## src/rumble_pkg.sv

```systemverilog
//##############################
// Shared types of the main CPU bus
// Address map is fixed by the board
// Only one bus request may be in flight
//##############################
package rumble_pkg;

    localparam int ROM_AW = 18;               // 64 pages of 4 KB
    localparam int RAM_AW = 13;               // 8 KB work RAM
    localparam int OBJ_AW = 9;                // Object engine sees top 512 bytes
    localparam logic [7:0] CAB_PAD = 8'hff;   // Open bus value

    // Address windows, top nibble of the CPU address
    localparam logic [3:0] WIN_IO   = 4'h4;
    localparam logic [3:0] WIN_CHAR = 4'h5;
    localparam logic [3:0] WIN_PAL  = 4'h7;
    localparam logic [3:0] BANK_LO  = 4'h8;   // First banked window
    localparam logic [3:0] BANK_HI  = 4'hb;   // Last banked window

    typedef enum logic [2:0] {
        rg_none,
        rg_ram,
        rg_scr,
        rg_io,
        rg_char,
        rg_pal,
        rg_rom
    } region_t;

    typedef struct packed {
        logic        cyc;
        logic        stb;
        logic        we;
        logic [15:0] adr;
        logic [7:0]  dat;
    } wb_req_t;

    // Buttons and joysticks are active low
    typedef struct packed {
        logic [1:0] start;
        logic [1:0] coin;
        logic       service;
        logic [5:0] joy1;
        logic [5:0] joy2;
        logic [7:0] dip_a;
        logic [7:0] dip_b;
    } cab_in_t;

    typedef struct packed {
        logic       flip;
        logic [9:0] scr_hpos;
        logic [9:0] scr_vpos;
    } video_ctl_t;

endpackage

```

## src/main_decode.sv

```systemverilog
//##############################
// Region decoder, purely combinational
// Region is none outside a bus cycle
// I/O only answers with adr[3] set
//##############################
`timescale 1ns/1ps

module main_decode import rumble_pkg::*; (
    input  wb_req_t req,
    output region_t region
);

    logic       active;
    logic [3:0] win;

    assign active = req.cyc && req.stb;
    assign win    = req.adr[15:12];

    always_comb begin
        region = rg_none;
        if (active) begin
            casez (win)
                4'b000?: region = rg_ram;     // 0x0000-0x1FFF
                4'b001?: region = rg_scr;     // 0x2000-0x3FFF
                WIN_IO: begin
                    if (req.adr[3]) begin
                        region = rg_io;
                    end
                end
                default: begin
                    // Reads hit the program ROM, writes go to video
                    if (!req.we) begin
                        region = rg_rom;
                    end else if (win == WIN_CHAR) begin
                        region = rg_char;
                    end else if (win == WIN_PAL) begin
                        region = rg_pal;
                    end
                end
            endcase
        end
    end

endmodule

```

## config.mk

```make
export PLATFORM = sky130hd
export DESIGN_NAME = main_decode
export DESIGN_NICKNAME = d
export VERILOG_FILES = /design/src/rumble_pkg.sv /design/src/main_decode.sv
export SDC_FILE = /design/constraint.sdc
export NUM_CORES = 1
export LEC_CHECK = 0
export BUFFER_PORTS_ARGS = -buffer_cell sky130_fd_sc_hd__buf_2
export CORE_AREA = 2 2 39 41
export DETAILED_ROUTE_END_ITERATION = 10
export DIE_AREA = 0 0 41 43
export GPL_ROUTABILITY_DRIVEN = 1
export PLACE_DENSITY = 0.38
export SETUP_SLACK_MARGIN = 0.1
export SKIP_LAST_GASP = 1
export SLEW_MARGIN = 20
export SYNTH_ARGS = -nofsm -noshare
export SYNTH_HDL_FRONTEND = slang
export SYNTH_SLANG_ARGS = --single-unit
```

## constraint.sdc

```tcl
create_clock -name vclk -period 0.8
set_input_delay 0.08 -clock vclk [all_inputs]
set_output_delay 0.08 -clock vclk [all_outputs]
set_load 0.01 [all_outputs]
```

* Yosys cells after proc, flatten, opt, wreduce, memory -nomap -nowiden
Cells that the tools add are included.
** Cells by class
- Reductions and logical operators :: 2
- Divide/modulo/power cells :: 0
- Add/subtract/negate cells :: 0
- Bitwise logic cells :: 0
- $mul :: 0
- Shifts and indexed selects :: 0
- Eq/ne operators :: 4
- Order comparisons :: 0
- Muxes and demuxes :: 6
** Operators by type and width (count)
- $eq 4x3->1 const B :: 3
- $mux 3 :: 4
- $pmux 3 s3 :: 1
- $eq 3x1->1 const B :: 1
- $logic_not 3->1 :: 1
- $mux 2 :: 1
- $logic_and 1x1->1 :: 1
** Storage, ports and cells
- Flip-flop bits (word level) :: 0
- Logic and storage cells :: 12
- Output and inout port bits :: 3
- Latch bits :: 0
- RAM bits :: 0
- Memory bits (read-only) :: 0
- Memories :: 0

* Logic depth before layout (Yosys ltp)
- Word-level depth :: 6
- Mapped depth :: 3
- Mapped depth without buffers :: 3

* Least setup slack after synthesis
Ideal clock, no wire load.
- Path type :: in2out
- From :: input port req[21] in the netlist's numbering
- To :: output port region[1]
- Cell stages on the path :: 3
- Path buffers :: 0
- Slack :: 90 ps
- Arrival time :: 630 ps
- Cell sequence :: o21ai_1 nand2b_1 a221oi_1
** Between the ends
- Longest elaborated chain between the ends :: 5
- Elaborated cells between the ends (all ways) :: 8
- Those cells by class :: 3 x eq/ne; 4 x mux; 1 x reduce/logical
** Ends and longest elaborated chain
- start: declaration :: RTL line main_decode.sv:9 : input wb_req_t req,
- $eq 4x3->1 :: RTL line main_decode.sv:34 : end else if (win == WIN_CHAR) begin
- $mux 3 :: RTL line main_decode.sv:34
- $mux 3 :: RTL line main_decode.sv:32 : if (!req.we) begin
- $pmux 3 s3 (*) :: RTL line main_decode.sv:22 : casez (win)
- $mux 3 (*) :: RTL line main_decode.sv:21 : if (active) begin
- end: declaration :: RTL line main_decode.sv:10 : output region_t region
Mark *: on every way between the ends. The rest lies on a longest branch, timed or not.

* Final worst setup path
Ends and elaborated chain as after synthesis.

==> impl_results.md <==
- Cell count after synthesis: 15
- Net Sw Frac: 0.4373
- Initial antenna violation count: 0
- Worst slew margin: 0.8475
- I/O pins: 30
- Leakage: 0.1063 nW
- Top cell type by total area after synthesis: nand2b_1
- Final period utilization: 1.065
- DRT Wirelength: 365 µm
- Register area share after synthesis: 0
- CP Max Fanout: 4
- HP Start: req[24]
- Drt drc: 0
- Post-synthesis mux area share: 0
- Achievable Freq: 1173 MHz
- Max cap viols: 0
- Mapped Area: 93.84 µm²
- Max stage delay on crit path: 0.22 ns
- Register area: 0 µm²
- Full die area: 0.001763 mm²
- Synth Area in Compound Gates: 0.5200
- WP data required: 0.72 ns
- Mean Syn Cell Area: 6.256 µm²
- Top-area cell type share of the netlist area: 0.2000
- Max Slew Vio Count: 0
- Hold Path End: region[1]
- Initial DRC count: 0
- Layout cell share with drive strength beyond 1: 0.6000
- Outcome: complete, but fails checks
- Initial Util: 0.06781
- Startpoint types: input pin
- Post-DR vias/cell: 3.478
- Xor-xnor portion of the synthesized cell area: 0
- Wire length per cell: 7.935 µm
- # nets final: 59
- Post-synth top cells: nand2b_1 (3), nor2b_1 (2), o21ai_1 (2)
- Largest family of logic cells by synthesized area: compound AO/OA/AOI/OAI gates
- Buffers added on ports: 11
- Crit path max-delay cell type: a221oi_2
- Vias: 160
- Library cells used by synthesis: 11
- Global-route wire length before repair: 627 µm
- Die height: 43 µm
- Core Region: 0.001384 mm²
- Crit Path Class: input pin to output pin
- Row count: 14
- Final hold vios: 0
- CP Buf/Inv Count: 2
- Sequential power share: 0
- Maximum vdd drop: 0.1279 mV
- N_diodes: 0
- Count leader, synth: nand2b_1
- Die W: 41 µm
- Count of flip-flops and latches: 0
- RePlAce Congestion: 0.6983
- Post-Syn Nets: 42
- Yosys warning total: 0
- RSZ-0062 raised after global routing: yes
- All-Layer GR Usage: 0.04695
- Crit. End Element: output pin
- Antenna Violating Nets Remaining: 0
- Setup tns final: -0.1223 ns
- Largest net degree at the start of global routing: 6
- Non-filler instance count after layout: 46
- Sw power: 41.66 µW
- Adder-cell area share of the yosys netlist: 0
- Final cell utilization of the core: 0.1600
- Comb power frac: 1.000
- Detailed Routing Iterations Pass 1: 1
- CP delay by family, top: compound AO/OA/AOI/OAI gates
- Min-Delay Path Class: input pin to output pin
- Min-Delay Path Depth: 3
- Clk_buf instances: 0
- Internal power: 53.59 µW
- GRT Residual Overflow: 0
- Placed Cells incl. Taps: 46
- Clock power frac: 0
- Vias in the first global route: 155
- Simple-gate share of the synthesized area: 0.4800
- PwrDens: 430.1 mW/mm²
- Setup violations, final: 3
- Failing checks: setup timing
- Worst Path Arrival: 0.77 ns
- Area Growth Syn to Fin: 136.0%
- Slew @ Worst Pin: 0.2263 ns
- Post-route minimum period: 0.8523 ns
- Synth area leaders: nand2b_1 (20%), a211oi_2 (13%), nor2b_1 (13%)
- Worst Slack Setup Final: -0.05234 ns
- CP Cell Sequence: buf_4 -> o21ai_1 -> nand2b_1 -> a221oi_2 -> buf_2
cell usage in the layout, fill, tap and decap left out:
cell | netlist | routed
a211oi_2 | 1 | 1
a21o_1 | 1 | 1
a21oi_1 | 1 | 1
a221oi_2 | 0 | 1
buf_2 | 0 | 9
buf_4 | 0 | 5
buf_6 | 0 | 1
nand2_1 | 1 | 1
nand2b_1 | 3 | 2
nand2b_4 | 0 | 1
nand4_1 | 1 | 1
nor2_1 | 1 | 1
nor2b_1 | 2 | 2
o21ai_0 | 1 | 1
o21ai_1 | 2 | 2
worst max-delay path by stage:
stage	from	end	slack [ns]	depth (start not counted)
after floorplan	req[20]	region[0]	0.10	3
after global placement	req[20]	region[0]	-0.10	5
after detailed placement	req[20]	region[0]	-0.11	5
after CTS	req[20]	region[0]	-0.09	5
after global routing	req[20]	region[0]	-0.12	5
final	req[21]	region[1]	-0.05	5
logic make-up after synthesis:
kind of cell | count (synthesis)
AOI/OAI and AO/OA | 7
and+or+nand+nor | 8
power by group through the flow:
stage / registers [mW] / clock network [mW] / logic [mW]
finish: 0 / 0 / 0.0953
detailed placement: 0 / 0 / 0.0876
CTS: 0 / 0 / 0.0959
global route: 0 / 0 / 0.105
global placement: 0 / 0 / 0.0876
floorplan: 0 / 0 / 0.0324
layout make-up:
type	instances	area [µm²]
fill	166	1162
timing repair buffer	15	93.84
tap	16	20.02
multi-input combinational	15	107.6
what timing repair did:
action	4_1_cts	5_1_grt
setup endpoints to repair	3	3
pin swaps	4	2
buffers inserted	0	0
resized for setup	2	1
hold buffers	0	0
stage by stage:
step / power (mW) / setup WS, ns / hold slack, ns / cell area [µm²]
floorplan: 0.03242 / 0.1029 / 0.1938 / 100.1
global placement: 0.08755 / -0.1008 / 0.4784 / 205.2
detailed placement: 0.08761 / -0.1064 / 0.4793 / 205.2
CTS: 0.09590 / -0.08641 / 0.4730 / 219.0
global route: 0.1055 / -0.1186 / 0.4950 / 221.5
finish: 0.09525 / -0.05234 / 0.4794 / 221.5
layer usage:
layer / wire length, µm / vias up / track usage
met1: 177 / 67 / 0.06962
met2: 165 / 5 / 0.07813
met5: 0 / - / 0
li1: - / 88 / -
met3: 21 / 0 / 0
met4: 0 / 0 / 0
No activity file was read; power rests on OpenSTA's default activity.
