--- src/rumble_pkg.sv ---
//##############################
// Shared types of the main CPU bus
// Address map is fixed by the board
// Only one bus request may be in flight
//##############################
package rumble_pkg;

    localparam int ROM_AW = 18;               // 64 pages of 4 KB
    localparam int RAM_AW = 13;               // 8 KB work RAM
    localparam int OBJ_AW = 9;                // Object engine sees top 512 bytes
    localparam logic [7:0] CAB_PAD = 8'hff;   // Open bus value

    // Address windows, top nibble of the CPU address
    localparam logic [3:0] WIN_IO   = 4'h4;
    localparam logic [3:0] WIN_CHAR = 4'h5;
    localparam logic [3:0] WIN_PAL  = 4'h7;
    localparam logic [3:0] BANK_LO  = 4'h8;   // First banked window
    localparam logic [3:0] BANK_HI  = 4'hb;   // Last banked window

    typedef enum logic [2:0] {
        rg_none,
        rg_ram,
        rg_scr,
        rg_io,
        rg_char,
        rg_pal,
        rg_rom
    } region_t;

    typedef struct packed {
        logic        cyc;
        logic        stb;
        logic        we;
        logic [15:0] adr;
        logic [7:0]  dat;
    } wb_req_t;

    // Buttons and joysticks are active low
    typedef struct packed {
        logic [1:0] start;
        logic [1:0] coin;
        logic       service;
        logic [5:0] joy1;
        logic [5:0] joy2;
        logic [7:0] dip_a;
        logic [7:0] dip_b;
    } cab_in_t;

    typedef struct packed {
        logic       flip;
        logic [9:0] scr_hpos;
        logic [9:0] scr_vpos;
    } video_ctl_t;

endpackage

--- src/io_regs.sv ---
//##############################
// Cabinet I/O latches and input mux
// wr must be a single cycle pulse
// Register 7 only acknowledges IRQs
//##############################
`timescale 1ns/1ps

module io_regs import rumble_pkg::*; (
    input  logic        clk,
    input  logic        nRESET,
    input  logic        wr,
    input  logic [2:0]  sel,
    input  logic [7:0]  din,
    input  cab_in_t     cab,
    output logic [7:0]  bank,
    output video_ctl_t  vid,
    output logic [7:0]  snd_latch,
    output logic        irq_ack,
    output logic [7:0]  cab_dout
);

    always_ff @(posedge clk or negedge nRESET) begin
        if (!nRESET) begin
            bank      <= '0;
            vid       <= '0;
            snd_latch <= '0;
        end else if (wr) begin
            case (sel)
                3'd0: bank              <= din;
                3'd1: vid.flip          <= ~din[0];   // Screen is mounted upside down
                3'd2: vid.scr_hpos[7:0] <= din;
                3'd3: vid.scr_hpos[9:8] <= din[1:0];
                3'd4: vid.scr_vpos[7:0] <= din;
                3'd5: vid.scr_vpos[9:8] <= din[1:0];
                3'd6: snd_latch         <= din;
                default: ;                            // 7 is the IRQ ack
            endcase
        end
    end

    assign irq_ack = wr && (sel == 3'd7);

    always_comb begin
        case (sel)
            3'd0: cab_dout = {cab.coin,
                              cab.service,
                              1'b1,        // Tilt, never wired
                              2'b11,
                              cab.start};
            3'd1: cab_dout = {2'b11, cab.joy1};
            3'd2: cab_dout = {2'b11, cab.joy2};
            3'd3: cab_dout = cab.dip_a;
            3'd4: cab_dout = cab.dip_b;
            default: cab_dout = CAB_PAD;
        endcase
    end

endmodule

--- config.mk ---
export PLATFORM = sky130hd
export DESIGN_NAME = io_regs
export DESIGN_NICKNAME = d
export VERILOG_FILES = /design/src/rumble_pkg.sv /design/src/io_regs.sv
export SDC_FILE = /design/constraint.sdc
export NUM_CORES = 1
export LEC_CHECK = 0
export BUFFER_PORTS_ARGS = -buffer_cell sky130_fd_sc_hd__buf_2
export CORE_AREA = 2 2 77 79
export CTS_CLUSTER_SIZE = 10
export DETAILED_ROUTE_END_ITERATION = 16
export DIE_AREA = 0 0 79 81
export PLACE_DENSITY_LB_ADDON = 0.05
export SLEW_MARGIN = 10
export SYNTH_ARGS = -nofsm -noshare
export SYNTH_HDL_FRONTEND = slang
export SYNTH_SLANG_ARGS = --single-unit
--- constraint.sdc ---
create_clock -name clk -period 2.1 [get_ports clk]
set_input_delay 0.42 -clock clk [delete_from_list [all_inputs] [get_ports clk]]
set_output_delay 0.42 -clock clk [all_outputs]
set_load 0.01 [all_outputs]
Word-level counts from Yosys, hierarchy flattened
Cells that the tools add are included.
- $add $sub $neg: 0
- $mul: 0
- div/mod/pow operators: 0
- magnitude comparators: 0
- eq/ne operators: 7
- shift-type cells: 0
- multiplexer cells: 1
- bitwise gates (word level): 1
- reduce and logical (&&, ||, !) cells: 9
- operators with widths (operator ; count):
    $pmux W8 S5 ; 1
    $reduce_and A2 Y1 ; 7
    $eq A3 B3 Y1 const B ; 4
    $eq A3 B2 Y1 const B ; 2
    $eq A3 B1 Y1 const B ; 1
    $logic_not A3 Y1 ; 1
    $logic_and A1 B1 Y1 ; 1
    $not A1 Y1 ; 1
- flip-flop bits (word level): 37
- bits in latches: 0
- memory bits (writable): 0
- memory bits (read-only): 0
- bits of input ports: 47
- output and inout bits: 46
- word-level logic and storage cells: 25
- memories: 0

Longest topological paths before layout
- depth after elaboration: 2
- mapped depth: 5
- mapped depth without buffers: 3

Least setup slack after synthesis
No wires, ideal clock.
- path kind: input port to output port
- start point: input port sel[1]
- end point: output port cab_dout[2]
- data arrival time: 1245 ps
- required time: 1680 ps
- slack: 435 ps
- cell stages on the path: 3
- path buffers: 1
- path through: buf_4 or3b_1 o22a_1
- cells in the longest elaborated chain, start to end: 2
- elaborated cells on any way between the ends: 6
- those cells by class: eq/ne (4); mux (1); reduce/logical (1)
- RTL lines (element ; line ; text):
    start, declared ; io_regs.sv:12 ; input logic [2:0] sel,
    $eq A3 B3 Y1, or another cell as far along ; io_regs.sv:44 ; case (sel)
    $pmux W8 S5 * ; io_regs.sv:44 ;
    end, declared ; io_regs.sv:19 ; output logic [7:0] cab_dout
Mark *: on every way between the ends. The rest lies on a longest branch, timed or not.

Worst setup path in the final report
- start point: input port sel[2]
- end point: output port cab_dout[2]
Same word-level chain as after synthesis.

==> key figures <==
Clocking
  – # clock sinks: 37
  – Post_cts resized: 0
  – # hold bufs at CTS: 0
  – CTS Buf Count: 5
  – Latest clock arrival within the worst-skew pair: about 0.28 ns
  – CTS tree: built
  – CTS H-tree lvls: 2
  – Clock-pin slew of the registers on the worst-case setup and hold paths: 0.08 ns
  – CTS max path bufs: 2
  – Root buffer cell: clkbuf_8
  – Post-CTS Setup Bufs: 0

Critical path
  – CP Class: input pin to output port
  – Top fanout value on the critical path: 17
  – Worst reg2reg path startpoint: bank[4]
  – Critical Path Stages: 4
  – Worst endpoint required time: 1.68 ns
  – CP endpoint: cab_dout[2]
  – Slowest cell on crit path: or3b_1
  – Crit. End Element: output port
  – Worst path cell trace: buf_2, or3b_1, o22a_1, buf_2
  – Worst Setup Start Kind: input pin
  – Worst Reg-to-Reg Cells: 1
  – Top cell by count, worst path: buf_2
  – CP arrival: 1.51 ns
  – Critical path startpoint: sel[2]
  – Reg-to-Reg End: bank[4]
  – Top Family by Delay on Critical Path: simple AND/OR/NAND/NOR gates
  – Buffers & Inverters on Critical Path: 2
  – Delay of the slowest cell on the worst path: roughly 0.46 ns
  – R2R Setup Slk: 1.33 ns

Cells and area
  – # fillers: 583
  – Multi-input gate area: 799.5 um^2
  – ANT cells: 0
  – Final nets: 280
  – Share of cells above drive strength 1: 0.6410
  – Area growth from synthesis to layout: 37.96%
  – Final Instance Area: 2437 um^2
  – Seq. cell area: 925.9 um^2

Floorplanning
  – I/O Pins: 93
  – Area of the die: 6399 um^2
  – Starting Density: 0.3113
  – Row count: 28
  – Core Area: around 5700 um^2
  – Die Ht: 81 um
  – Die width: 79 um

GRT
  – First-pass GRT wire length: 7507 um
  – Initial antenna violation count: 0
  – Largest net degree at the start of global routing: 38
  – Grt ovf: 0
  – Global Route Usage Sum: 0.1526
  – Vias in the first global route: 1554

Timing
  – Slew Limit Fails: 0
  – Hold Fails Final Rpt: 0
  – Slew margin rel.: 0.4418
  – Worst-margin pin slew: 0.8374 ns
  – Final Cycle Share: 0.9191
  – Unrepaired setup endpoints after global routing: no
  – Fin Clk Skew: 0 ns
  – Min Tclk post-route: between 1.5 and 2 ns
  – Max Freq: 518.1 MHz
  – TNS Setup: 0 ns
  – Final setup violation count: 0

Power
  – Max VDD drop: between 300 and 400 uV
  – Leakage power: 0.001170 uW
  – Power Total: 1987 uW
  – Pwr dens: 815.1 nW/um^2

Synthesis
  – Synth area leaders: dfrtp_1 (52%), mux2_2 (23%), o22a_1 (2.5%), nor3b_4 (2.1%), buf_2 (1.7%)
  – Cells after Synth: 132
  – Synth top cells by count: dfrtp_1 (37), mux2_2 (36), buf_2 (6)
  – Ys Warns: 0
  – Syn Nets: 179
  – Simple-gate share of the synthesized area: 0.1013
  – Area of the mapped netlist: 1767 um^2
  – XOR/XNOR Fraction of Synth Area: 0
  – Post-synth ARST share: 1.000
  – Largest family of logic cells by synthesized area: multiplexers
  – Avg Inst Size Synth: 13.38 um^2
  – Synth unique cells: 32
  – Most used DFF post-synth: dfrtp_1
  – Number of synthesized flops with an enable pin: 0
  – Flip-flop and latch count after synthesis: 37
  – Synth top area share: 0.5241
  – Most common cell in the netlist: dfrtp_1
  – Post-synth top area cell: dfrtp_1
  – Post-Synth Adder-Cell Area: 0
  – Mux share of post-synthesis cell area: 0.2465
  – Sequential share of the synthesized area: 0.5241
  – Compound-Gate Fraction of Synth Area: 0.1048

Routing
  – DR DRC count: 0
  – Post-route ant nets: 0
  – Vias: between 1k and 1.5k
  – Via density: 4.777
  – Post-Route WL: 4545 um
  – Pre-antenna DRT Iters: 4
  – DR WL/cell: 14.71 um
  – Drt initial violations: 57

Placement
  – Placer Congestion: 0.7518
  – Placed Area: 2351 um^2
  – Dpl hpwl: 3402 um
  – Input/output buffers: 92

Run
  – Maximum capacitance violations: 0

Status
  – Status: finished, final reports clean

Worst hold path
  – Hold crit path type: input pin to asynchronous set/reset pin
[how the worst min path moves through the flow]
stage,to,slack (ns),cells past startpoint,start
after floorplan,bank[0],0.12,0,nRESET
after global placement,vid[18],0.48,1,vid[18]
after detailed placement,snd_latch[6],0.49,1,snd_latch[6]
after CTS,vid[0],0.25,1,nRESET
after global routing,snd_latch[4],0.31,1,nRESET
final,vid[7],0.24,1,nRESET
[area by class of cell]
cell class | count | area share
Tap cell | 75 | 0.03850
Timing Repair Buffer | 101 | 0.2166
Clock buffer | 5 | 0.02823
Sequential cell | 37 | 0.3799
Multi-Input combinational cell | 87 | 0.3280
Inverter | 1 | 0.001540
Clock inverter | 3 | 0.007187
[cells in the final DEF (no fill, tap or decap), types with 2 or more instances in the layout]
master,n
buf_2,92
dfrtp_1,37
mux2_2,36
buf_4,9
o22a_1,5
clkbuf_8,5
a21oi_1,4
nor2b_1,3
nand3_1,3
nand2_1,3
mux2i_1,3
nor2_1,2
a22oi_1,2
o21a_1,2
o22ai_1,2
o211ai_1,2
o32ai_1,2
nand3b_1,2
o41ai_1,2
nor3b_4,2
clkinv_2,2
[power by group]
part / switching [uW] / total [uW] / internal [uW]
clock network: 247 / 475 / 229
logic: 271 / 570 / 298
registers: 73.4 / 942 / 868
total: 591 / 1990 / 1400
[state kept, by name, summed over array words and instances, names as in the netlist]
signal,count
snd_latch,8
bank,8
vid,21
[metrics by stage]
step                        util  setup WS [ns]  hold slack [ns]  instances
final                     0.4295         0.1698           0.2389        309
after global routing      0.4295        0.08429           0.3103        309
after CTS                 0.4295         0.1810           0.2542        309
after detailed placement  0.4142         0.1786           0.4888        301
after global placement    0.4142         0.2100           0.4831        301
after floorplan                -         0.4347           0.1244        132
[cell families after synthesis]
logic type | Yosys count
buf+inv | 8
compound gates | 25
flops | 37
mux | 39
simple gates | 23
[layer usage]
metal | vias up | share of wire | global-route usage | routed length (um)
met5 | - | 0 | 0 | 0
met4 | 0 | 0.0081 | 0.04483 | 37
met3 | 4 | 0.086 | 0.04667 | 390
met2 | 65 | 0.48 | 0.2678 | 2188
met1 | 707 | 0.42 | 0.1809 | 1928
li1 | 700 | - | - | -
No activity file was read; power rests on OpenSTA's default activity.
