File: src/rumble_pkg.sv
//##############################
// Shared types of the main CPU bus
// Address map is fixed by the board
// Only one bus request may be in flight
//##############################
package rumble_pkg;

    localparam int ROM_AW = 18;               // 64 pages of 4 KB
    localparam int RAM_AW = 13;               // 8 KB work RAM
    localparam int OBJ_AW = 9;                // Object engine sees top 512 bytes
    localparam logic [7:0] CAB_PAD = 8'hff;   // Open bus value

    // Address windows, top nibble of the CPU address
    localparam logic [3:0] WIN_IO   = 4'h4;
    localparam logic [3:0] WIN_CHAR = 4'h5;
    localparam logic [3:0] WIN_PAL  = 4'h7;
    localparam logic [3:0] BANK_LO  = 4'h8;   // First banked window
    localparam logic [3:0] BANK_HI  = 4'hb;   // Last banked window

    typedef enum logic [2:0] {
        rg_none,
        rg_ram,
        rg_scr,
        rg_io,
        rg_char,
        rg_pal,
        rg_rom
    } region_t;

    typedef struct packed {
        logic        cyc;
        logic        stb;
        logic        we;
        logic [15:0] adr;
        logic [7:0]  dat;
    } wb_req_t;

    // Buttons and joysticks are active low
    typedef struct packed {
        logic [1:0] start;
        logic [1:0] coin;
        logic       service;
        logic [5:0] joy1;
        logic [5:0] joy2;
        logic [7:0] dip_a;
        logic [7:0] dip_b;
    } cab_in_t;

    typedef struct packed {
        logic       flip;
        logic [9:0] scr_hpos;
        logic [9:0] scr_vpos;
    } video_ctl_t;

endpackage

File: src/bank_map.sv
//##############################
// ROM address translation
// Only bank bits 2-0 select a page
// Address is held between loads
//##############################
`timescale 1ns/1ps

module bank_map import rumble_pkg::*; (
    input  logic              clk,
    input  logic              nRESET,
    input  logic [7:0]        bank,
    input  logic [15:0]       adr,
    input  logic              load,
    output logic [ROM_AW-1:0] rom_addr
);

    logic [3:0] win;
    logic [5:0] page;

    assign win = adr[15:12];

    always_comb begin
        if (win >= BANK_LO && win <= BANK_HI) begin
            page = {1'b1, bank[2:0], adr[13:12]};  // 32 + 4*bank + sub window
        end else begin
            page = {2'b00, win};                   // Fixed pages
        end
    end

    always_ff @(posedge clk or negedge nRESET) begin
        if (!nRESET) begin
            rom_addr <= '0;
        end else if (load) begin
            rom_addr <= {page, adr[11:0]};
        end
    end

endmodule

File: config.mk
export PLATFORM = sky130hd
export DESIGN_NAME = bank_map
export DESIGN_NICKNAME = d
export VERILOG_FILES = /design/src/rumble_pkg.sv /design/src/bank_map.sv
export SDC_FILE = /design/constraint.sdc
export NUM_CORES = 1
export LEC_CHECK = 0
export BUFFER_PORTS_ARGS = -buffer_cell sky130_fd_sc_hd__buf_2
export CORE_MARGIN = 2
export CORE_UTILIZATION = 43
export CTS_CLUSTER_SIZE = 12
export DETAILED_ROUTE_END_ITERATION = 7
export PLACE_DENSITY = 0.81
export RECOVER_POWER = 25
export SYNTH_ARGS = -nofsm -noshare
export SYNTH_HDL_FRONTEND = slang
export SYNTH_SLANG_ARGS = --single-unit
File: constraint.sdc
create_clock -name clk -period 2.4 [get_ports clk]
set_clock_uncertainty 0.2 [all_clocks]
set_input_delay 0.6 -clock clk [delete_from_list [all_inputs] [get_ports clk]]
set_output_delay 0.6 -clock clk [all_outputs]
set_load 0.03 [all_outputs]
; Yosys cells after proc, flatten, opt, wreduce, memory -nomap -nowiden
; Index checks and enable logic that the tools add are counted.
[classes]
reduce_logical = 1
muxes = 1
order_cmp = 2
[op_table]
columns = cell, count
row1 = $mux W6, 1
row2 = $ge A4 B4 Y1 const B, 1
row3 = $le A4 B4 Y1 const B, 1
row4 = $logic_and A1 B1 Y1, 1
[totals]
output_inout_bits = 18
input_bits = 27
register_bits = 18
word_cells = 5

; Longest topological paths before layout
; Gate-level depths: netlist (run 1).
[logic_depth]
word_depth = 3
mapped_depth = 3
mapped_depth_nobuf = 2

; Worst setup path after synthesis (run 1)
; OpenSTA, ideal clock, no wires.
[synth_timing]
kind = in2reg
from = input port load
to = register rom_addr[0]
path_stages = 2
setup_slack_ns = 1.043
path_buffers = 1
setup_ns = 0.125
t_required_ns = 2.075
arrival_ns = 1.032
cell_sequence = buf_6 -> mux2_2
[synth_lines]
columns = element, line_no
row1 = start: declaration, bank_map.sv:13  ; input logic load,
row2 = end signal: assignment, bank_map.sv:34  ; rom_addr <= {page, adr[11:0]};
row3 = end: declaration, bank_map.sv:14  ; output logic [ROM_AW-1:0] rom_addr
; No word-level cell between the ends.

; Worst setup path after layout (run 1)
[layout_timing]
from = register rom_addr[12]
to = output port rom_addr[12]
; No word-level cell between the ends.

==> flow_metrics.py, run 1 <==
metrics = {
    "placement": {
        "portBuffers": 39,
        "gp_congestion": 0.721,
        "dp_hpwl_um": 1030,
        "dp_cells": 99,
        "dpl_cell_area_sq_um": 887,
        "pre_cts_slack_ps": 714,
    },
    "power_and_ir_drop": {
        "p_per_area_mw_per_mm2": 734,
        "internal_power_mw": 0.480,
        "leakage_nw": 0.463,
        "p_comb_frac": 0.223,
        "p_clk_frac": 0.266,
        "p_sw_mw": 0.197,
        "irDropWorstVdd_mv": 0.469,
        "p_seq_frac": 0.510,
        "power.share.switching": 0.291,
    },
    "worst_setup_path": {
        "end_kind": "primary output",
        "rr_worst_depth": 1,
        "startpoint_type": "flip-flop",
        "worstSetupPathType": "reg2out",
        "critPathBufInv": 1,
        "reg2reg_from": "rom_addr[1]",
        "cp_max_fo": 2,
        "critPathArrivalTime_ps": 850,
        "required_ps": 1600,
        "r2r_slack_ps": 1440,
        "path_cells": "buf_2",
        "worstSetupStartpoint": "rom_addr[12]",
        "worst_path_max_delay_cell": "dfrtp_1",
        "cpPeakStageDelay_ps": 390,
        "path_delay_family": "flip-flops",
        "r2r_end": "rom_addr[1]",
    },
    "timing": {
        "clock.fmax_mhz": 604,
        "period_minus_slack_ps": 1650,
        "finalSetupViolCount": 0,
        "timing.final.crit_share": 0.689,
        "rsz0062_at_grt": "no",
        "maxSlewViolCount": 0,
        "slew_headroom": 0.389,
        "worst_pin_slew_ps": 916,
        "whs_ps": 216,
        "finalSetupTns_ps": 0,
        "finalWorstSetupSlack_ps": 745,
        "hold_viol": 0,
    },
    "die": {
        "rows": 14,
        "die_x_um": 44.2,
        "die_y_um": 44.2,
        "start_util": 0.461,
        "pin_count": 45,
        "fp.coreArea_sq_mm": 0.00151,
        "dieArea_sq_mm": 0.00195,
    },
    "clock_tree": {
        "clk_latency_ps": 280,
        "cts_hold_buffers": 0,
        "cts.htree.levels": 1,
        "cts.sinks": 18,
        "clk_pin_slew_ps": 100,
        "cts_resized": 0,
        "cts_tree": "yes",
        "cts_setup_buffers": 0,
        "cts-root-buf": "clkbuf_4",
        "cts_buffers": 3,
        "cts_buffer_depth": 2,
    },
    "detailed_routing": {
        "drt-met1-wl_um": 509,
        "dr_wl_met2_um": 700,
        "top_layer_used": "met4",
        "routedWlPerCell_um": 12.6,
        "drt-vias-per-instance": 4.90,
        "first_pass_iters": 3,
        "dr_total_vias": 505,
        "final_antenna_net_count": 0,
        "dr_wl_met3_um": 48,
        "drt_iter0_markers": 1,
        "routed_wl_um": 1290,
        "drc": 0,
    },
    "logic_synthesis": {
        "synth_warnings": 0,
        "synth.distinct_cells": 10,
        "synthXorXnorAreaFrac": 0,
        "synth_fp_nets": 73,
        "synth.area.mux_share": 0.227,
        "synth_cells": 46,
        "yosysSeqAreaShare": 0.649,
        "synth_top_family_by_area": "multiplexers",
        "ys_ff_latch": 18,
        "synthSimpleGateAreaFrac": 0.0288,
        "synth_compound_area_frac": 0.0468,
        "synth_adder_area_share": 0,
        "synth_area_per_cell_sq_um": 15.1,
        "syn_area_sq_um": 694,
    },
    "layout": {
        "reg.largest.list": "rom_addr: 18 flops",
        "fin_cells": 103,
        "nNetsFinal": 115,
        "fin_area_sq_um": 922,
        "drive_gt1_frac": 0.644,
        "register_area_sq_um": 450,
        "syn_to_final_growth_pct": 32.8,
        "fill_cells": 130,
        "multi_input_area_sq_um": 210,
        "largest_reg_flops": 18,
        "antenna_cells": 0,
        "regMostFlops": "rom_addr",
    },
    "global_routing": {
        "grt_pass1_vias": 505,
        "grt_pass1_wl_um": 2130,
        "grt_usage": 0.152,
        "antenna_found_initial": 0,
        "grt_max_degree": 23,
        "overflow": 0,
    },
    "run_status": {
        "run_status": "finished, final reports clean",
    },
    "flow_run": {
        "maxCapViolCount": 0,
    },
    "min_path": {
        "hp-class": "in2async",
    },
}
[kinds of logic after synthesis]
group,after synthesis
flip-flops,18
multiplexers,14
AO/OA/AOI/OAI,6
buffers and inverters,5
AND/OR/NAND/NOR,3
[power by group through the flow]
stage                     registers (mW)  logic [mW]  clock network [mW]
after floorplan                    0.411      0.0371                   0
after global placement             0.350       0.150                   0
after detailed placement           0.352       0.154                   0
after CTS                          0.346       0.154               0.184
after global routing               0.350       0.163               0.197
final                              0.345       0.151               0.180
[how the worst max path moves through the flow]
stage / endpoint / slack (ps) / depth (start not counted)
after CTS: rom_addr[12] / 730 / 1
after global routing: rom_addr[12] / 700 / 1
after global placement: rom_addr[4] / 740 / 2
final: rom_addr[12] / 750 / 1
after floorplan: rom_addr[0] / 1040 / 2
after detailed placement: rom_addr[1] / 710 / 2
[layout by cell type, fill, tap and decap left out]
cell,netlist,routed
a21oi_1,2,2
nand4b_1,1,1
o211ai_1,1,1
clkbuf_1,0,1
buf_2,0,38
dfrtp_1,18,18
o21ai_0,3,3
nor2_1,1,1
mux2_2,14,14
clkbuf_4,0,3
nand3b_1,1,1
clkbuf_8,0,1
inv_1,3,3
[per-layer routing]
metal | vias up | track usage
met5 | - | 0
met4 | 0 | 0.0909
met3 | 4 | 0.0245
met2 | 15 | 0.271
met1 | 243 | 0.170
li1 | 243 | -
[cell type report]
class,count,share of cell area
inverter,3,0.0122
timing repair buffer,39,0.210
clock buffer,4,0.0393
sequential,18,0.488
multi-input combinational,23,0.228
tap,16,0.0217
[synth_stat cells]
master	number	area (sq um)
o211ai_1	1	7.51
nor2_1	1	3.75
nand4b_1	1	8.76
buf_6	2	22.5
o21ai_0	3	15.0
inv_1	3	11.3
a21oi_1	2	10.0
dfrtp_1	18	450
nand3b_1	1	7.51
mux2_2	14	158
[per-stage QoR]
| stage | power, mW | util |
|---|---|---|
| 2_1_floorplan | 0.448 | - |
| 3_3_place_gp | 0.500 | 0.589 |
| 3_5_place_dp | 0.506 | 0.589 |
| 4_1_cts | 0.684 | 0.613 |
| 5_1_grt | 0.709 | 0.612 |
| 6_report | 0.677 | 0.612 |
(Power assumes the default switching activity.)
==> inputs of run 2 (changes only) <==
Settings changed: CORE_UTILIZATION 43 to 40, PLACE_DENSITY 0.81 to 0.76.
Clock period 2.4 ns to 1.7 ns, I/O delays scaled along.
==> flow_metrics.py, run 2 (same netlist as run 1, synthesis figures left out) <==
metrics = {
    "power_and_ir_drop": {
        "total_power_mw": 0.968,
        "leakage_nw": 0.472,
        "p_per_area_mw_per_mm2": 1030,
        "irDropWorstVdd_mv": 0.673,
    },
    "clock_tree": {
        "cts_buffer_depth": 2,
        "clk_pin_slew_ps": 110,
        "cts-root-buf": "clkbuf_4",
        "cts.htree.levels": 1,
        "cts_tree": "yes",
        "cts_buffers": 3,
        "clk_latency_ps": 290,
        "cts.sinks": 18,
    },
    "timing": {
        "timing.final.crit_share": 0.879,
        "hold_viol": 0,
        "finalSetupViolCount": 0,
        "worst_pin_slew_ps": 768,
        "whs_ps": 154,
        "period_minus_slack_ps": 1490,
        "finalSetupTns_ps": 0,
        "clock.fmax_mhz": 669,
        "maxSlewViolCount": 0,
        "finalWorstSetupSlack_ps": 205,
        "rsz0062_at_grt": "no",
        "slew_headroom": 0.488,
    },
    "detailed_routing": {
        "routedWlPerCell_um": 12.3,
        "drt_iter0_markers": 1,
        "drc": 0,
        "first_pass_iters": 3,
        "dr_total_vias": 516,
        "final_antenna_net_count": 0,
        "routed_wl_um": 1310,
        "drt-vias-per-instance": 4.87,
    },
    "placement": {
        "dp_cells": 101,
        "portBuffers": 39,
        "pre_cts_slack_ps": 262,
        "dpl_cell_area_sq_um": 896,
        "dp_hpwl_um": 1010,
        "gp_congestion": 0.662,
    },
    "flow_run": {
        "maxCapViolCount": 0,
    },
    "layout": {
        "fin_cells": 106,
        "antenna_cells": 0,
        "final_cell_mix": "buf_2, dfrtp_1, mux2_2",
        "final_common_cell": "buf_2",
        "syn_to_final_growth_pct": 35.5,
        "drive_gt1_frac": 0.640,
        "regMostFlops": "rom_addr",
        "nNetsFinal": 117,
        "reg.largest.list": "rom_addr: 18 flops",
        "fill_cells": 153,
        "largest_reg_flops": 18,
        "final_core_util": 0.563,
        "fin_area_sq_um": 941,
    },
    "die": {
        "die_y_um": 45.7,
        "start_util": 0.416,
        "die_x_um": 45.7,
        "dieArea_sq_mm": 0.00209,
        "fp.coreArea_sq_mm": 0.00167,
        "pin_count": 45,
        "rows": 15,
    },
    "worst_setup_path": {
        "cpPeakStageDelay_ps": 400,
        "required_ps": 1070,
        "critPathBufInv": 1,
        "worstSetupPathType": "reg2out",
        "path_delay_family": "flip-flops",
        "cp_max_fo": 2,
        "critPathArrivalTime_ps": 870,
        "worst_path_max_delay_cell": "dfrtp_1",
        "startpoint_type": "flip-flop",
        "end_kind": "primary output",
        "path_cells": "buf_2",
    },
    "global_routing": {
        "grt_max_degree": 19,
        "grt_pass1_vias": 483,
        "antenna_found_initial": 0,
        "overflow": 0,
        "grt_pass1_wl_um": 2020,
        "grt_usage": 0.143,
    },
    "run_status": {
        "run_status": "finished, final reports clean",
    },
    "min_path": {
        "hp-class": "in2reg",
    },
}
-- run 2: cell count changes in the layout (fill, tap and decap cells not counted) --
| cell | previous run | this run |
|---|---|---|
| dlygate4sd3_1 | 0 | 1 |
| buf_4 | 0 | 1 |
-- run 2: final timing paths --
| kind | from | end | slack [ps] | cells after the start |
|---|---|---|---|---|
| max reg2reg | rom_addr[12] | rom_addr[12] | 740 | 1 |
| max in group asynchronous | nRESET | rom_addr[8] | 630 | 2 |
| min in group asynchronous | nRESET | rom_addr[0] | 390 | 2 |
| min | adr[10] | rom_addr[10] | 150 | 2 |
| max | rom_addr[12] | rom_addr[12] | 210 | 1 |
| min reg2reg | rom_addr[11] | rom_addr[11] | 310 | 1 |
-- run 2: repair_timing --
| action | in CTS | in global routing |
|---|---|---|
| hold buffers | 1 | 0 |
| hold endpoints to repair | 18 | 0 |
| buffers inserted | 0 | 0 |
| gates resized for setup | 0 | 0 |
-- run 2: area by class of cell --
type | instances | area, sq um | share of cell area
inverters | 3 | 11.3 | 0.0120
clock buffers | 4 | 36.3 | 0.0386
multi-input cells | 23 | 210 | 0.223
flip-flops and latches | 18 | 450 | 0.479
well taps | 17 | 21.3 | 0.0226
repair buffers | 41 | 211 | 0.225
-- run 2: metal layers --
metal,part of all wire,vias to the layer above,global-route usage,wire [um]
li1,-,244,-,-
met1,0.38,254,0.160,491
met2,0.57,16,0.248,752
met3,0.045,2,0.0238,59
met4,0.0031,0,0.0882,4
met5,0,-,0,0
-- run 2: report_power, final --
group | switching (mW) | internal (mW)
clock | 0.133 | 0.130
combinational | 0.136 | 0.0814
sequential | 0.0186 | 0.469
==> inputs of run 3 (changes only) <==
Settings changed: ABC_AREA set to 1.
==> flow_metrics.py, run 3 <==
metrics = {
    "global_routing": {
        "grt_pass1_vias": 555,
        "grt_usage": 0.153,
        "grt_pass1_wl_um": 2280,
        "antenna_found_initial": 0,
        "overflow": 0,
        "grt_max_degree": 20,
    },
    "worst_setup_path": {
        "critPathBufInv": 1,
        "path_delay_family": "flip-flops",
        "cpPeakStageDelay_ps": 400,
        "r2r_slack_ps": 850,
        "worstSetupPathType": "reg2out",
        "worst_path_max_delay_cell": "dfrtp_1",
        "path_cells": "buf_2",
        "critPathArrivalTime_ps": 870,
        "end_kind": "primary output",
        "startpoint_type": "flip-flop",
        "cp_max_fo": 2,
        "required_ps": 1070,
    },
    "layout": {
        "final_core_util": 0.560,
        "reg.largest.list": "rom_addr: 18 flops",
        "regMostFlops": "rom_addr",
        "largest_reg_flops": 18,
        "fin_cells": 144,
        "drive_gt1_frac": 0.378,
        "antenna_cells": 0,
        "nNetsFinal": 147,
        "final_common_cell": "nand2_1",
        "final_cell_mix": "nand2_1, buf_2, dfrtp_1",
        "syn_to_final_growth_pct": 31.7,
        "fin_area_sq_um": 956,
    },
    "logic_synthesis": {
        "synth_fp_nets": 105,
        "synth_top_cells_by_count": "nand2_1, dfrtp_1, nand2_2, nand3_1, o21ai_0",
        "yosysTopAreaCellShare": 0.621,
        "synth_cells": 78,
        "yosysSeqAreaShare": 0.621,
        "synthArstFlopShare": 1.00,
        "synth_area_per_cell_sq_um": 9.30,
        "syn_area_sq_um": 726,
        "synth_warnings": 0,
        "synth_edf_count": 0,
        "ys_ff_latch": 18,
        "yosys-top-cells-area": "dfrtp_1, nand2_1, nand2_2, buf_8, buf_6",
        "ys.flop_type": "dfrtp_1",
        "synth_most_common_cell": "nand2_1",
        "yosys.area.top_type": "dfrtp_1",
        "synth.distinct_cells": 12,
    },
    "timing": {
        "clock.fmax_mhz": 668,
        "finalSetupTns_ps": 0,
        "worst_pin_slew_ps": 944,
        "timing.final.crit_share": 0.881,
        "rsz0062_at_grt": "no",
        "finalSetupViolCount": 0,
        "period_minus_slack_ps": 1500,
        "hold_viol": 0,
        "maxSlewViolCount": 0,
        "slew_headroom": 0.371,
    },
    "power_and_ir_drop": {
        "total_power_mw": 0.946,
        "p_per_area_mw_per_mm2": 989,
        "leakage_nw": 0.566,
        "irDropWorstVdd_mv": 0.509,
    },
    "placement": {
        "dpl_cell_area_sq_um": 918,
        "dp_cells": 139,
        "dp_hpwl_um": 1080,
        "gp_congestion": 0.626,
        "portBuffers": 39,
    },
    "flow_run": {
        "maxCapViolCount": 0,
    },
    "detailed_routing": {
        "routedWlPerCell_um": 10.3,
        "routed_wl_um": 1490,
        "first_pass_iters": 3,
        "drt-vias-per-instance": 4.42,
        "drc": 0,
        "dr_total_vias": 637,
        "drt_iter0_markers": 2,
        "final_antenna_net_count": 0,
    },
    "die": {
        "die_x_um": 46.6,
        "dieArea_sq_mm": 0.00217,
        "start_util": 0.425,
        "die_y_um": 46.6,
        "pin_count": 45,
        "rows": 15,
        "fp.coreArea_sq_mm": 0.00171,
    },
    "clock_tree": {
        "cts_setup_buffers": 0,
        "cts_tree": "yes",
        "cts_buffer_depth": 2,
        "cts.htree.levels": 1,
        "cts_buffers": 3,
        "cts-root-buf": "clkbuf_4",
        "clk_pin_slew_ps": 100,
        "clk_latency_ps": 290,
        "cts.sinks": 18,
    },
    "min_path": {
        "hp-class": "in2reg",
    },
    "run_status": {
        "run_status": "finished, final reports clean",
    },
}
==> run 3: changes by cell type after synthesis, moves of 2 or more <==
cell and change:
mux2_2 -14, nand3_1 +2, nand2_1 +44, nand2_2 +5
inv_1 -2, a21oi_1 -2
==> run 3: cell families after synthesis <==
family                 Yosys count  share of synthesized area
AOI/OAI and AO/OA                2                     0.0138
buffers and inverters            5                     0.0672
DFF                             18                      0.621
and+or+nand+nor                 53                      0.298
==> run 3: final timing paths <==
check,depth (start not counted),from,end
max,1,rom_addr[7],rom_addr[7]
min,3,adr[12],rom_addr[12]
max reg2reg,2,rom_addr[14],rom_addr[14]
min reg2reg,2,rom_addr[0],rom_addr[0]
max in group asynchronous,2,nRESET,rom_addr[12]
min in group asynchronous,2,nRESET,rom_addr[16]
==> run 3: through the flow <==
stage	hold WS (ps)	setup slack, ps
finish	127	202
global route	120	126
CTS	118	192
detailed placement	173	288
global placement	165	340
floorplan	-70.6	575
==> run 3: area by class of cell <==
cell class / instances / area, sq um
well taps: 25 / 31.3
repair buffers: 40 / 204
multi-input cells: 55 / 219
fillers: 178 / 752
inverters: 2 / 15.0
flip-flops and latches: 18 / 450
clock buffers: 4 / 36.3
==> run 3: report_power, final <==
group	leakage (nW)	switching [mW]	internal (mW)
clock	0.0210	0.128	0.131
combinational	0.323	0.141	0.0630
sequential	0.221	0.0189	0.465
total	0.566	0.287	0.659
==> run 3: what timing repair did <==
action                     4_1_cts  5_1_grt
hold endpoints to repair        18        0
setup endpoints to repair        0        0
gates resized for setup          0        0
hold buffers                     1        0
==> run 3: routing by layer <==
| metal | global-route usage | vias up | wire [um] |
|---|---|---|---|
| met1 | 0.202 | 278 | 683 |
| met2 | 0.228 | 34 | 646 |
| met3 | 0.0471 | 3 | 136 |
| met4 | 0.0686 | 0 | 21 |
| met5 | 0 | - | 0 |
| li1 | - | 322 | - |
